==> config.mk <==
export PLATFORM = sky130hd
export DESIGN_NAME = apciBridgeTop
export DESIGN_NICKNAME = d
export VERILOG_FILES = /design/src/hdl/apciBusPkg.sv /design/src/hdl/apciCtrlPkg.sv /design/src/hdl/pciBusArbiter.sv /design/src/hdl/pciCycleSeq.sv /design/src/hdl/adBuffers.sv /design/src/hdl/apciBridgeTop.sv
export SDC_FILE = /design/constraint.sdc
export NUM_CORES = 1
export LEC_CHECK = 0
export BUFFER_PORTS_ARGS = -buffer_cell sky130_fd_sc_hd__buf_2
export CAP_MARGIN = 10
export CELL_PAD_IN_SITES_DETAIL_PLACEMENT = 1
export CELL_PAD_IN_SITES_GLOBAL_PLACEMENT = 2
export CORE_ASPECT_RATIO = 0.5
export CORE_UTILIZATION = 19
export DETAILED_ROUTE_END_ITERATION = 6
export PLACE_DENSITY = 0.86
export SLEW_MARGIN = 10
export SYNTH_ARGS = -nofsm -noshare
export SYNTH_HDL_FRONTEND = slang
export SYNTH_SLANG_ARGS = --single-unit
==> constraint.sdc <==
create_clock -name clk -period 1.99 [get_ports clk]
set_clock_uncertainty 0.1 [all_clocks]
set_input_delay 0.199 -clock clk [delete_from_list [all_inputs] [get_ports clk]]
set_output_delay 0.199 -clock clk [all_outputs]
set_load 0.02 [all_outputs]
==> src/hdl/apciBusPkg.sv <==
// Amiga to PCI bridge bus definitions
// Widths, byte lanes and the packed cycle and bus drive records
package apciBusPkg;

  ////////////////////////////////////////////////////////////
  // Widths
  ////////////////////////////////////////////////////////////

  localparam int addrWidth  = 32;
  localparam int dataWidth  = 32;
  localparam int laneWidth  = 8;
  // One IDSEL line per slot, taken from A20..A16
  localparam int idselWidth = 5;
  localparam int idselLo    = 16;

  ////////////////////////////////////////////////////////////
  // Vector types
  ////////////////////////////////////////////////////////////

  // Byte address, same on both sides of the bridge
  typedef logic [addrWidth-1:0]  addrT;
  typedef logic [dataWidth-1:0]  dataT;
  typedef logic [laneWidth-1:0]  laneT;
  typedef logic [idselWidth-1:0] idselT;

  ////////////////////////////////////////////////////////////
  // Records
  ////////////////////////////////////////////////////////////

  // One cycle as posted by a master
  // rnw is seen from the requesting master
  typedef struct packed {
    addrT addr;
    dataT wdata;
    logic rnw;
    logic cfg;
    logic dma;
  } cycleReqT;

  // Split tri-state bus, data plus output enable
  typedef struct packed {
    dataT data;
    logic oe;
  } busDriveT;

endpackage

==> src/hdl/apciCtrlPkg.sv <==
// Amiga to PCI bridge control definitions
// Master identifiers and cycle sequencer states
package apciCtrlPkg;

  // Owner of the shared AD bus
  typedef enum logic [1:0] {
    mstNone = 2'd0,
    mstCpu  = 2'd1,
    mstDma  = 2'd2
  } masterT;

  // Address phase then data phase per granted cycle
  typedef enum logic [1:0] {
    seqIdle = 2'd0,
    seqAddr = 2'd1,
    seqData = 2'd2
  } seqStateT;

endpackage

==> src/hdl/pciBusArbiter.sv <==
// PCI AD bus arbiter
// Round-robin grant between the CPU and DMA masters
// Grant holds until the sequencer reports the cycle done
`timescale 1ns/1ps

module pciBusArbiter
  import apciBusPkg::*;
  import apciCtrlPkg::*;
#(
  parameter bit startWithDma = 1'b0
) (
  input  logic     clk,
  input  logic     rst,
  input  logic     cpuReq,
  input  logic     dmaReq,
  input  cycleReqT cpuCycle,
  input  cycleReqT dmaCycle,
  input  logic     cycleDone,
  output masterT   grant,
  output cycleReqT grantCycle
);

  masterT lastServed;
  masterT nextGrant;

  ////////////////////////////////////////////////////////////
  // Winner selection
  ////////////////////////////////////////////////////////////

  always_comb begin
    nextGrant = mstNone;
    if (cpuReq && dmaReq) begin
      // Tie goes to the master not served last
      nextGrant = (lastServed == mstCpu) ? mstDma : mstCpu;
    end else if (cpuReq) begin
      nextGrant = mstCpu;
    end else if (dmaReq) begin
      nextGrant = mstDma;
    end
  end

  ////////////////////////////////////////////////////////////
  // Grant register
  ////////////////////////////////////////////////////////////

  always_ff @(posedge clk) begin
    if (rst) begin
      grant      <= mstNone;
      // Pretend the other master went last so the first tie is ours
      lastServed <= startWithDma ? mstCpu : mstDma;
    end else if (grant == mstNone) begin
      grant <= nextGrant;
      if (nextGrant != mstNone) begin
        lastServed <= nextGrant;
      end
    end else if (cycleDone) begin
      // Bus free again, next grant one cycle later
      grant <= mstNone;
    end
  end

  // Cycle of the current owner
  always_comb begin
    case (grant)
      mstCpu:  grantCycle = cpuCycle;
      mstDma:  grantCycle = dmaCycle;
      default: grantCycle = '0;
    endcase
  end

endmodule

==> src/hdl/pciCycleSeq.sv <==
// PCI cycle sequencer
// One address phase then a data phase held until target ready
// Pulses done and returns the read data of the finished cycle
`timescale 1ns/1ps

module pciCycleSeq
  import apciBusPkg::*;
  import apciCtrlPkg::*;
(
  input  logic     clk,
  input  logic     rst,
  input  masterT   grant,
  input  cycleReqT grantCycle,
  input  logic     pciTrdy,
  input  dataT     rdataSwapped,
  output logic     phaseA,
  output logic     dataPhase,
  output cycleReqT curCycle,
  output logic     cycleDone,
  output dataT     cycleRdata
);

  seqStateT state;
  logic     startCycle;
  logic     endCycle;

  ////////////////////////////////////////////////////////////
  // Phase decode
  ////////////////////////////////////////////////////////////

  // Grant still set during the done pulse
  // Done blocks a restart of the same cycle
  assign startCycle = (state == seqIdle) && (grant != mstNone) && !cycleDone;

  // Target ready sampled in the data phase
  assign endCycle = (state == seqData) && pciTrdy;

  assign phaseA    = (state == seqAddr);
  assign dataPhase = (state == seqData);

  ////////////////////////////////////////////////////////////
  // State machine
  ////////////////////////////////////////////////////////////

  always_ff @(posedge clk) begin
    if (rst) begin
      state     <= seqIdle;
      cycleDone <= 1'b0;
      curCycle  <= '0;
    end else begin
      // Done is a single cycle pulse
      cycleDone <= 1'b0;
      case (state)
        seqIdle: begin
          if (startCycle) begin
            // Freeze the request for both phases
            curCycle <= grantCycle;
            state    <= seqAddr;
          end
        end
        seqAddr: begin
          // Address phase lasts exactly one cycle
          state <= seqData;
        end
        seqData: begin
          // Wait states while the target holds TRDY low
          if (endCycle) begin
            state     <= seqIdle;
            cycleDone <= 1'b1;
          end
        end
        default: begin
          state <= seqIdle;
        end
      endcase
    end
  end

  ////////////////////////////////////////////////////////////
  // Read data return
  ////////////////////////////////////////////////////////////

  // Swapped word from the buffers, valid with the done pulse
  always_ff @(posedge clk) begin
    if (endCycle) begin
      cycleRdata <= rdataSwapped;
    end
  end

endmodule

==> src/hdl/adBuffers.sv <==
// Address and data buffer control
// Direction, enables and byte swap between the Amiga data bus and AD
// IDSEL capture for configuration cycles
`timescale 1ns/1ps

module adBuffers
  import apciBusPkg::*;
(
  input  logic     clk,
  input  logic     rst,
  input  logic     phaseA,
  input  logic     dataPhase,
  input  cycleReqT curCycle,
  input  dataT     amigaDataIn,
  input  dataT     pciAdIn,
  output busDriveT pciAd,
  output busDriveT amigaData,
  output logic     addrBufEn,
  output logic     pciDir,
  output idselT    idsel,
  output dataT     rdataSwapped
);

  logic  amigaToPci;
  logic  pciDataEn;
  logic  amigaDataEn;
  idselT idselQ;

  // Lane 0 of one side lands in lane 3 of the other
  function automatic dataT swapLanes(input dataT word);
    laneT [3:0] lanes;
    lanes = word;
    return {lanes[0], lanes[1], lanes[2], lanes[3]};
  endfunction

  ////////////////////////////////////////////////////////////
  // Direction and enables
  ////////////////////////////////////////////////////////////

  // dma rnw  flow
  //  0   0   Amiga -> PCI
  //  0   1   PCI -> Amiga
  //  1   0   PCI -> Amiga
  //  1   1   Amiga -> PCI
  assign amigaToPci = (curCycle.dma == curCycle.rnw);
  assign pciDir     = ~amigaToPci;

  // Address buffers only in the address phase
  assign addrBufEn = phaseA;

  // Data phase drives the receiving side only
  assign pciDataEn   = dataPhase & amigaToPci;
  assign amigaDataEn = dataPhase & ~amigaToPci;

  ////////////////////////////////////////////////////////////
  // Bus drive
  ////////////////////////////////////////////////////////////

  always_comb begin
    // AD muxes address and data
    pciAd.oe       = phaseA | pciDataEn;
    pciAd.data     = phaseA ? curCycle.addr : swapLanes(amigaDataIn);
    // Amiga bus stays off in the address phase
    amigaData.oe   = amigaDataEn;
    amigaData.data = swapLanes(pciAdIn);
  end

  // Read word for the requesting master, from whichever side sources data
  assign rdataSwapped = amigaToPci ? swapLanes(amigaDataIn) : swapLanes(pciAdIn);

  ////////////////////////////////////////////////////////////
  // IDSEL
  ////////////////////////////////////////////////////////////

  // A20..A16 captured in the address phase of config cycles
  always_ff @(posedge clk) begin
    if (rst) begin
      idselQ <= '0;
    end else if (phaseA) begin
      idselQ <= curCycle.cfg ? curCycle.addr[idselLo +: idselWidth] : '0;
    end
  end

  // Presented for the data phase only
  assign idsel = dataPhase ? idselQ : '0;

endmodule

==> src/hdl/apciBridgeTop.sv <==
// Amiga to PCI bridge slice
// Arbiter, cycle sequencer and AD buffer control on one shared AD bus
`timescale 1ns/1ps

module apciBridgeTop
  import apciBusPkg::*;
  import apciCtrlPkg::*;
#(
  parameter bit startWithDma = 1'b0
) (
  input  logic     clk,
  input  logic     rst,
  input  logic     cpuReq,
  input  cycleReqT cpuCycle,
  input  logic     dmaReq,
  input  cycleReqT dmaCycle,
  input  logic     pciTrdy,
  input  dataT     pciAdIn,
  input  dataT     amigaDataIn,
  output masterT   grant,
  output logic     cycleDone,
  output dataT     cycleRdata,
  output busDriveT pciAd,
  output busDriveT amigaData,
  output logic     addrBufEn,
  output logic     pciDir,
  output idselT    idsel
);

  cycleReqT grantCycle;
  cycleReqT curCycle;
  logic     phaseA;
  logic     dataPhase;
  dataT     rdataSwapped;

  ////////////////////////////////////////////////////////////
  // Bus ownership
  ////////////////////////////////////////////////////////////

  pciBusArbiter #(
    .startWithDma (startWithDma)
  ) arbiter_i (
    .clk        (clk),
    .rst        (rst),
    .cpuReq     (cpuReq),
    .dmaReq     (dmaReq),
    .cpuCycle   (cpuCycle),
    .dmaCycle   (dmaCycle),
    .cycleDone  (cycleDone),
    .grant      (grant),
    .grantCycle (grantCycle)
  );

  // Phase timing of the granted cycle
  pciCycleSeq seq_i (
    .clk          (clk),
    .rst          (rst),
    .grant        (grant),
    .grantCycle   (grantCycle),
    .pciTrdy      (pciTrdy),
    .rdataSwapped (rdataSwapped),
    .phaseA       (phaseA),
    .dataPhase    (dataPhase),
    .curCycle     (curCycle),
    .cycleDone    (cycleDone),
    .cycleRdata   (cycleRdata)
  );

  ////////////////////////////////////////////////////////////
  // Buffers
  ////////////////////////////////////////////////////////////

  adBuffers buffers_i (
    .clk          (clk),
    .rst          (rst),
    .phaseA       (phaseA),
    .dataPhase    (dataPhase),
    .curCycle     (curCycle),
    .amigaDataIn  (amigaDataIn),
    .pciAdIn      (pciAdIn),
    .pciAd        (pciAd),
    .amigaData    (amigaData),
    .addrBufEn    (addrBufEn),
    .pciDir       (pciDir),
    .idsel        (idsel),
    .rdataSwapped (rdataSwapped)
  );

endmodule

==> impl_metrics.csv, run 1 <==
group,metric,value,unit
final_layout,nets,807,
route,dr.pass1.iters,4,
final_layout,drive_gt1_share,51.3,%
cts,ctsHoldBuffers,0,
route,vias,3708,
sta,slew_viol_final,0,
power_and_ir_drop,vdd_drop_max,0.378,mV
die,pin_count,311,
cts,cts_root_buf,"clkbuf_16",
final_layout,fill_cells,2385,
route,ant_nets,0,
route,met2WireLength,7.67,mm
synth,syn_area,0.00395,sq mm
sta,max_freq,527,MHz
synth,synth_seq_cells,79,
place,portBuffers,246,
route,highest_layer,"met4",
cts,cts_sinks,79,
cts,cts_tree,"built",
final_layout,seqCellArea,0.00190,sq mm
synth,synthArstFlopShare,0,%
place,placed_cells,856,
route,via_per_inst,4.24,
final_layout,postLayoutCoreUtil,27.9,%
setup_path,crit_type,"reg2out",
grt,grt_pass1_wl,22.4,mm
place,gp_congestion,0.879,
route,wl_met1,6.01,mm
synth,synthDistinctLibCells,29,
route,dr.first_iter.drc_count,166,
synth,syn_nets,597,
die,dieArea,0.0214,sq mm
sta,fin_crit_sh,95.3,%
setup_path,crit_chain,"nand2b_2 > inv_1 > buf_12 > nand2_1 > nand2_1 > buf_2",
sta,hold_violations,0,
setup_path,cp.required,1.69,ns
cts,clk_latency,0.34,ns
final_layout,area_growth,40.4,%
die,die_h,104,um
sta,rsz0062_at_grt,"false",
grt,grt_max_degree,36,
synth,synth_warnings,0,
cts,cts_resized,0,
sta,fin_setup_tns,0,ns
cts,clockBufferDepth,2,
setup_path,worstPathArrival,1.60,ns
die,start_util,19.9,%
die,core-area,0.0199,sq mm
synth,syn_inst,391,
job,cap_violations,0,
synth,synth-seq-area-share,48.1,%
setup_path,crit_family,"buffers and inverters",
route,wl_met3,465,um
place,dp_hpwl,11.2,mm
sta,tightest_slew,0.401,ns
setup_path,end_kind,"output pin",
grt,grt_pass1_vias,3929,
synth,ys.flop_type,"dfxtp_1",
setup_path,startpoint_type,"register",
cts,clkTransAtPathRegs,0.07,ns
sta,setup_viol,0,
cts,cts_buffers,9,
route,routedWlPerCell,16.6,um
setup_path,path_buf_inv,3,
final_layout,multi_input_area,0.00165,sq mm
synth,synth_edf_count,32,
setup_path,crit_path_frequent_cell,"nand2_1",
final_layout,fin_cells,874,
sta,relSlewSlack,73.2,%
setup_path,r2r_setup_slack,0.19,ns
grt,grt-ovfl-total,0,
power_and_ir_drop,power.leakage,2.47,nW
worst_hold_path,hold_class,"in2reg",
cts,cts_setup_buffers,0,
grt,grt.total_usage,13.7,%
power_and_ir_drop,power_density,741,mW/mm^2
die,rows,36,
setup_path,cpPeakStageDelay,0.35,ns
grt,antenna_found_initial,2,
sta,period_needed,1.90,ns
cts,cts_htree_levels,3,
route,drc_errors,0,
die,die_w,206,um
outcome,status,"finished clean",
setup_path,crit_fanout,30,
setup_path,cp_slowest_cell,"dfxtp_1",
synth,postSynthAreaPerCell,10.1,sq um
route,wirelength,14.5,mm
-- where the power goes --
group / internal, mW / leakage [nW] / switching (mW) / total (mW)
sequential: 1.72 / 0.669 / 0.0207 / 1.74
clock: 0.852 / 0.133 / 0.697 / 1.55
combinational: 0.322 / 1.67 / 0.500 / 0.823
-- final cells by class --
class,instances,area share [%]
Multi-Input combinational cell,249,29.7
Inverter,4,0.271
Timing Repair Buffer,258,24.7
Sequential cell,79,34.3
Clock inverter,6,0.789
Clock buffer,10,4.13
Tap cell,266,6.00
Antenna cell,2,0.0902
-- cell usage after synthesis, types with 2 or more instances --
library cell	n	area share (%)
o2bb2ai_1	35	7.8
nor2_1	3	0.28
a21oi_1	8	1.0
buf_2	8	1.0
nand2_1	103	9.8
buf_6	6	1.7
and2_1	7	1.1
a22oi_1	36	6.8
clkbuf_1	12	1.1
mux2_1	2	0.57
mux2_2	31	8.8
nand3_1	5	0.63
nor2b_1	3	0.47
buf_4	33	6.3
dfxtp_1	47	24
nand2b_1	3	0.47
edfxtp_1	32	24
inv_1	4	0.38
ha_1	3	0.95
-- layer usage --
layer	vias to the layer above	global-route usage, %
li1	1784	-
met1	1839	16.0
met2	63	25.1
met3	22	2.19
met4	0	4.67
met5	-	0
-- stage by stage --
step / worst slack [ns] / hold WS [ns] / total power, mW / area [sq um]
final: 0.0942 / 0.0463 / 4.11 / 5550
after global routing: 0.0204 / 0.0550 / 4.30 / 5550
after CTS: 0.0724 / 0.0412 / 4.19 / 5540
after detailed placement: 0.218 / 0.346 / 2.61 / 5270
after global placement: 0.295 / 0.335 / 2.59 / 5270
after floorplan: 0.200 / 0.171 / 2.26 / 3950
-- worst reg2reg max path, stage by stage, from the launching register on --
cell,delay [ns]
dfxtp_1,0.38
inv_1,0.09
ha_1,0.31
nor4_4,0.36
nor2_2,0.09
buf_12,0.18
o2bb2ai_1,0.17
-- sequential cells by signal (all words and copies together) (netlist names) --
signal / cells
seq_i.state: 2
buffers_i.idselQ: 5
arbiter_i.lastServed: 2
arbiter_i.grant: 2
seq_i.cycleRdata: 32
seq_i.curCycle: 35
seq_i.cycleDone: 1
-- cell families (layout without fill, tap and decap cells) --
group,Yosys count,after routing,share of synthesized area (%)
compound gates,83,83,16.3
xor+xnor,1,1,0.412
fa+ha+maj,3,3,0.950
buf+inv,63,278,10.5
flops,79,79,48.1
mux,33,33,9.40
other cells,0,2,0
simple gates,129,129,14.3
-- cells in the final DEF, fill, tap and decap left out --
cell type / netlist / layout
a21o_1: 1 / 1
a21oi_1: 8 / 8
a22oi_1: 36 / 36
a31oi_1: 1 / 1
a32oi_1: 1 / 1
and2_1: 7 / 6
and2_2: 0 / 1
buf_12: 0 / 4
buf_2: 8 / 246
buf_4: 33 / 8
clkbuf_1: 12 / 1
clkbuf_16: 0 / 9
clkinv_2: 0 / 2
clkinv_4: 0 / 1
clkinvlp_4: 0 / 1
dfxtp_1: 47 / 47
diode_2: 0 / 2
edfxtp_1: 32 / 32
ha_1: 3 / 3
inv_1: 4 / 4
inv_6: 0 / 2
mux2_1: 2 / 2
mux2_2: 31 / 31
nand2_1: 103 / 103
nand2b_1: 3 / 2
nand2b_2: 0 / 1
nand3_1: 5 / 5
nand3b_1: 1 / 1
nand3b_4: 1 / 1
nor2_1: 3 / 3
nor2_2: 1 / 1
nor2b_1: 3 / 3
nor4_4: 1 / 1
o21ai_0: 1 / 1
o2bb2ai_1: 35 / 35
or2_2: 1 / 1
xor2_4: 0 / 1
-- path summary, 6_finish.rpt --
kind                       startpoint             endpoint  cells past startpoint
setup / recovery       seq_i.state[1]            pciAd[17]                      6
hold / removal           dmaCycle[40]   seq_i.curCycle[40]                      3
setup reg to reg   arbiter_i.grant[0]    seq_i.curCycle[0]                      6
hold reg to reg   buffers_i.idselQ[2]  buffers_i.idselQ[2]                      2
No activity file was read; power rests on OpenSTA's default activity.
==> run 2, diff against run 1 <==
==> constraint.sdc (replaced) <==
create_clock -name clk -period 1.99 [get_ports clk]
set_clock_uncertainty 0.1 [all_clocks]
set_input_delay 0.398 -clock clk [delete_from_list [all_inputs] [get_ports clk]]
set_output_delay 0.398 -clock clk [all_outputs]
set_load 0.02 [all_outputs]
==> impl_metrics.csv, run 2 (synthesis results as in run 1) <==
group,metric,value,unit
cts,cts_tree,"built",
route,routedWlPerCell,17.0,um
final_layout,fin_cells,886,
die,start_util,19.9,%
place,place_ws,0.173,ns
setup_path,crit_type,"reg2out",
sta,period_needed,1.93,ns
power_and_ir_drop,power.leakage,2.59,nW
worst_hold_path,hp-start,"dmaCycle[43]",
power_and_ir_drop,vdd_drop_max,0.362,mV
grt,grt_pass1_vias,4013,
place,gp_congestion,0.891,
final_layout,finish.instance_area,0.00585,sq mm
power_and_ir_drop,p_comb_share,20.0,%
power_and_ir_drop,p_sw,1.28,mW
setup_path,reg2reg_from,"arbiter_i.grant[0]",
setup_path,r2r-end,"seq_i.curCycle[50]",
die,core-area,0.0199,sq mm
grt,grt.total_usage,14.1,%
route,dr.first_iter.drc_count,160,
setup_path,cpPeakStageDelay,0.35,ns
die,rows,36,
sta,relSlewSlack,77.2,%
final_layout,postLayoutCoreUtil,29.4,%
cts,clkTransAtPathRegs,0.07,ns
sta,fin_crit_sh,96.9,%
place,place_area,0.00531,sq mm
die,die_h,104,um
job,cap_violations,0,
final_layout,largestRegisters,"seq_i.curCycle: 35 flops, seq_i.cycleRdata: 32 flops, buffers_i.idselQ: 5 flops",
route,vias,3737,
grt,antenna_found_initial,4,
setup_path,crit_fanout,39,
sta,hold_violations,0,
cts,ctsHoldBuffers,0,
setup_path,worstPathArrival,1.43,ns
final_layout,seqCellArea,0.00191,sq mm
final_layout,drive_gt1_share,52.9,%
grt,grt-ovfl-total,0,
place,portBuffers,246,
setup_path,r2r_cells,6,
place,dp_hpwl,11.6,mm
power_and_ir_drop,power_density,770,mW/mm^2
sta,final.setup.worst_slack,0.0609,ns
power_and_ir_drop,clkPwrFrac,41.3,%
cts,cts_buffers,9,
setup_path,end_kind,"output pin",
final_layout,fill_cells,2337,
sta,setup_viol,0,
outcome,status,"finished clean",
die,dieArea,0.0214,sq mm
final_layout,area_growth,47.9,%
cts,clockBufferDepth,2,
cts,cts_sinks,79,
setup_path,startpoint_type,"register",
setup_path,r2r_setup_slack,0.16,ns
final_layout,multi_input_area,0.00166,sq mm
final_layout,largest_register_ffs,35,
die,pin_count,311,
route,drc_errors,0,
power_and_ir_drop,finalPower,4.50,mW
setup_path,cp.required,1.49,ns
setup_path,cp_slowest_cell,"dfxtp_4",
grt,grt_max_degree,40,
place,placed_cells,859,
setup_path,crit_path_frequent_cell,"nand2_1",
sta,slew_viol_final,0,
cts,cts_root_buf,"clkbuf_16",
worst_hold_path,min_path_cells,3,
sta,tightest_slew,0.340,ns
cts,cts_htree_levels,3,
die,die_w,206,um
worst_hold_path,min_to,"seq_i.curCycle[43]",
setup_path,crit_chain,"nand2b_4 > buf_12 > nand2_1 > nand2_1 > buf_2",
route,ant_nets,0,
final_layout,final_cell_mix,"buf_2, nand2_1, dfxtp_1",
power_and_ir_drop,p_int,3.22,mW
sta,fin_setup_tns,0,ns
power_and_ir_drop,pwr-share-seq,38.7,%
worst_hold_path,hold_class,"in2reg",
sta,max_freq,518,MHz
route,via_per_inst,4.22,
cts,clk_latency,0.35,ns
final_layout,top_register,"seq_i.curCycle",
power_and_ir_drop,p_sw_share,28.5,%
route,dr.pass1.iters,5,
route,wirelength,15.1,mm
final_layout,nets,817,
grt,grt_pass1_wl,22.7,mm
sta,holdWs,0.239,ns
final_layout,layout_commonest_cell,"buf_2",
## run 2: cell types whose count changed in the layout (fill, tap and decap cells not counted), sizes merged
cell,change
buf,+10
bufinv,+2
clkbuf,-1
clkinv,-2
diode,+2
inv,+1
## run 2: repair_timing
action | 4_1_cts | 5_1_grt
resized for setup | 32 | 8
cloned | 2 | 0
setup buffers | 4 | 2
setup endpoints to repair | 34 | 27
pin swaps | 1 | 1
## run 2: power by group through the flow
stage | clock network [mW] | logic [mW] | registers, mW
floorplan | 0 | 0.466 | 1.79
global placement | 0 | 0.816 | 1.78
finish | 1.86 | 0.902 | 1.74
global route | 1.97 | 0.969 | 1.75
CTS | 1.91 | 0.908 | 1.74
detailed placement | 0 | 0.831 | 1.78
## run 2: layout make-up
type / count / share of cell area [%]
multi-input combinational: 249 / 28.4
sequential: 79 / 32.6
tap: 266 / 5.69
inverter: 4 / 0.342
antenna: 4 / 0.171
clock inverter: 7 / 1.78
timing repair buffer: 268 / 27.2
clock buffer: 9 / 3.85
## run 2: worst max-delay path, delay by kind of cell (launching register included)
| family | cells | cell delay [ns] |
|---|---|---|
| flops | 1 | 0.35 |
| simple gates | 3 | 0.32 |
| buf+inv | 2 | 0.39 |
## run 2: how the worst max path moves through the flow
stage,endpoint,slack (ns),depth (start not counted),from
2_1_floorplan,seq_i.curCycle[41],0.20,6,arbiter_i.grant[0]
3_3_place_gp,pciAd[16],0.22,5,seq_i.state[1]
3_5_place_dp,pciAd[18],0.17,5,seq_i.state[1]
4_1_cts,pciAd[5],-0.004,6,seq_i.state[1]
5_1_grt,pciAd[12],-0.02,6,seq_i.state[1]
6_report,pciAd[14],0.06,5,seq_i.state[1]
## run 2: per-layer routing
layer	vias to the layer above	share of wire [%]	wire (um)	track usage, %
li1	1810	-	-	-
met4	0	2.3	344	5.30
met2	74	53	8040	26.0
met1	1829	41	6130	16.1
met3	24	3.8	566	2.60
met5	-	0	0	0
==> run 3, diff against run 2 <==
Settings changed: CORE_UTILIZATION 19 to 25, SYNTH_HIERARCHICAL set to 1.
==> impl_metrics.csv, run 3 <==
group,metric,value,unit
sta,rsz0062_at_grt,"true",
route,dr.first_iter.drc_count,114,
grt,grt_pass1_wl,22.5,mm
cts,cts_sinks,79,
final_layout,largestRegisters,"seq_i/curCycle: 35 flops, seq_i/cycleRdata: 32 flops, buffers_i/idselQ: 5 flops",
sta,fin_crit_sh,106,%
die,pin_count,311,
sta,setup_viol,33,
setup_path,worstPathArrival,1.62,ns
route,routedWlPerCell,17.2,um
die,die_h,100,um
place,portBuffers,246,
grt,grt.total_usage,15.0,%
setup_path,crit_fanout,6,
sta,slew_viol_final,0,
die,core-area,0.0187,sq mm
grt,grt-ovfl-total,0,
route,drc_errors,0,
route,via_per_inst,4.31,
sta,relSlewSlack,79.7,%
setup_path,startpoint_type,"register",
grt,grt_max_degree,51,
grt,grt_pass1_vias,4169,
sta,hold_violations,0,
outcome,violations,"setup timing",
synth,postSynthAreaPerCell,10.9,sq um
place,dp_hpwl,11.3,mm
final_layout,drive_gt1_share,54.6,%
cts,clockBufferDepth,2,
final_layout,postLayoutCoreUtil,36.9,%
synth,synth_warnings,6,
power_and_ir_drop,vdd_drop_max,0.306,mV
die,rows,35,
place,gp_congestion,0.712,
power_and_ir_drop,power_density,668,mW/mm^2
setup_path,crit_type,"reg2out",
final_layout,area_growth,42.3,%
final_layout,largest_register_ffs,35,
final_layout,final_cell_mix,"buf_2, nand2b_1, mux2_4",
setup_path,cp.required,1.49,ns
cts,clk_latency,0.34,ns
job,cap_violations,0,
outcome,status,"finished, violations left",
synth,syn_area,0.00484,sq mm
cts,cts_root_buf,"clkbuf_16",
sta,tightest_slew,0.303,ns
final_layout,nets,871,
cts,cts_tree,"built",
final_layout,layout_commonest_cell,"buf_2",
power_and_ir_drop,power.leakage,2.98,nW
route,wirelength,16.0,mm
sta,holdWs,0.268,ns
die,dieArea,0.0200,sq mm
cts,cts_buffers,9,
route,dr.pass1.iters,4,
synth,syn_nets,652,
route,vias,4008,
sta,period_needed,2.12,ns
final_layout,top_register,"seq_i/curCycle",
setup_path,end_kind,"output pin",
die,start_util,25.9,%
cts,clkTransAtPathRegs,0.07,ns
grt,antenna_found_initial,1,
sta,final.setup.worst_slack,-0.126,ns
sta,max_freq,473,MHz
synth,syn_inst,446,
die,die_w,199,um
place,place_ws,0.0257,ns
route,ant_nets,0,
worst_hold_path,hold_class,"in2reg",
cts,cts_htree_levels,3,
[run 3: changes by cell type in the layout (fill, tap and decap cells not counted), moves of 10 or more]
| cell | delta |
|---|---|
| nand2_1 | -100 |
| nand2b_1 | +75 |
| mux2_4 | +50 |
| mux2i_1 | +35 |
| nor2b_1 | +35 |
| o2bb2ai_1 | -35 |
| buf_6 | +18 |
| mux2_2 | -16 |
| buf_2 | -10 |
[run 3: cell type report]
class / count / area (sq um)
fillers: 2161 / 11800
multi-input cells: 290 / 2540
flip-flops and latches: 79 / 1910
repair buffers: 281 / 1820
well taps: 259 / 324
clock buffers: 12 / 236
clock inverters: 4 / 46.3
inverters: 4 / 15.0
diodes: 1 / 2.50
[run 3: worst paths after layout]
kind | from | to | cells after the start | slack [ns]
setup / recovery | seq_i/state[0] | pciAd[8] | 5 | -0.13
hold / removal | pciAdIn[23] | seq_i/cycleRdata[15] | 2 | 0.27
setup reg to reg | seq_i/curCycle[0] | seq_i/cycleRdata[2] | 5 | 0.11
hold reg to reg | buffers_i/idselQ[1] | buffers_i/idselQ[1] | 2 | 0.37
[run 3: routing by layer]
layer,vias up,global-route usage (%),wire (um)
met2,97,26.3,8060
li1,1941,-,-
met5,-,0,0
met1,1953,18.8,7290
met3,17,2.65,494
met4,0,4.79,184
[run 3: where the power goes]
| part | internal, mW | switching, mW | total [mW] |
|---|---|---|---|
| combinational | 0.625 | 0.588 | 1.21 |
| clock | 0.968 | 0.678 | 1.65 |
| sequential | 1.72 | 0.0218 | 1.74 |
[run 3: critical path: stages, from the launching register on]
cell	delay (ns)
dfxtp_4	0.35
nor2b_4	0.18
buf_4	0.14
buf_12	0.14
mux2_2	0.35
buf_6	0.13
[run 3: repair_timing]
action                                  4_1_cts  5_1_grt
endpoints found under the setup margin       40       37
hold buffers                                  0        0
gates resized for setup                      23       72
buffers inserted                             11        4
pin swaps                                     1        0
gates cloned                                  2        2
[run 3: through the flow]
stage / setup TNS (ns) / cells / total power [mW] / instance area, sq um
6_report: -3.07 / 930 / 4.60 / 6890
5_1_grt: -5.12 / 930 / 4.80 / 6890
4_1_cts: -4.31 / 926 / 4.57 / 6640
3_5_place_dp: 0 / 897 / 2.81 / 6140
3_3_place_gp: 0 / 897 / 2.80 / 6140
2_1_floorplan: 0 / 446 / 2.47 / 4840
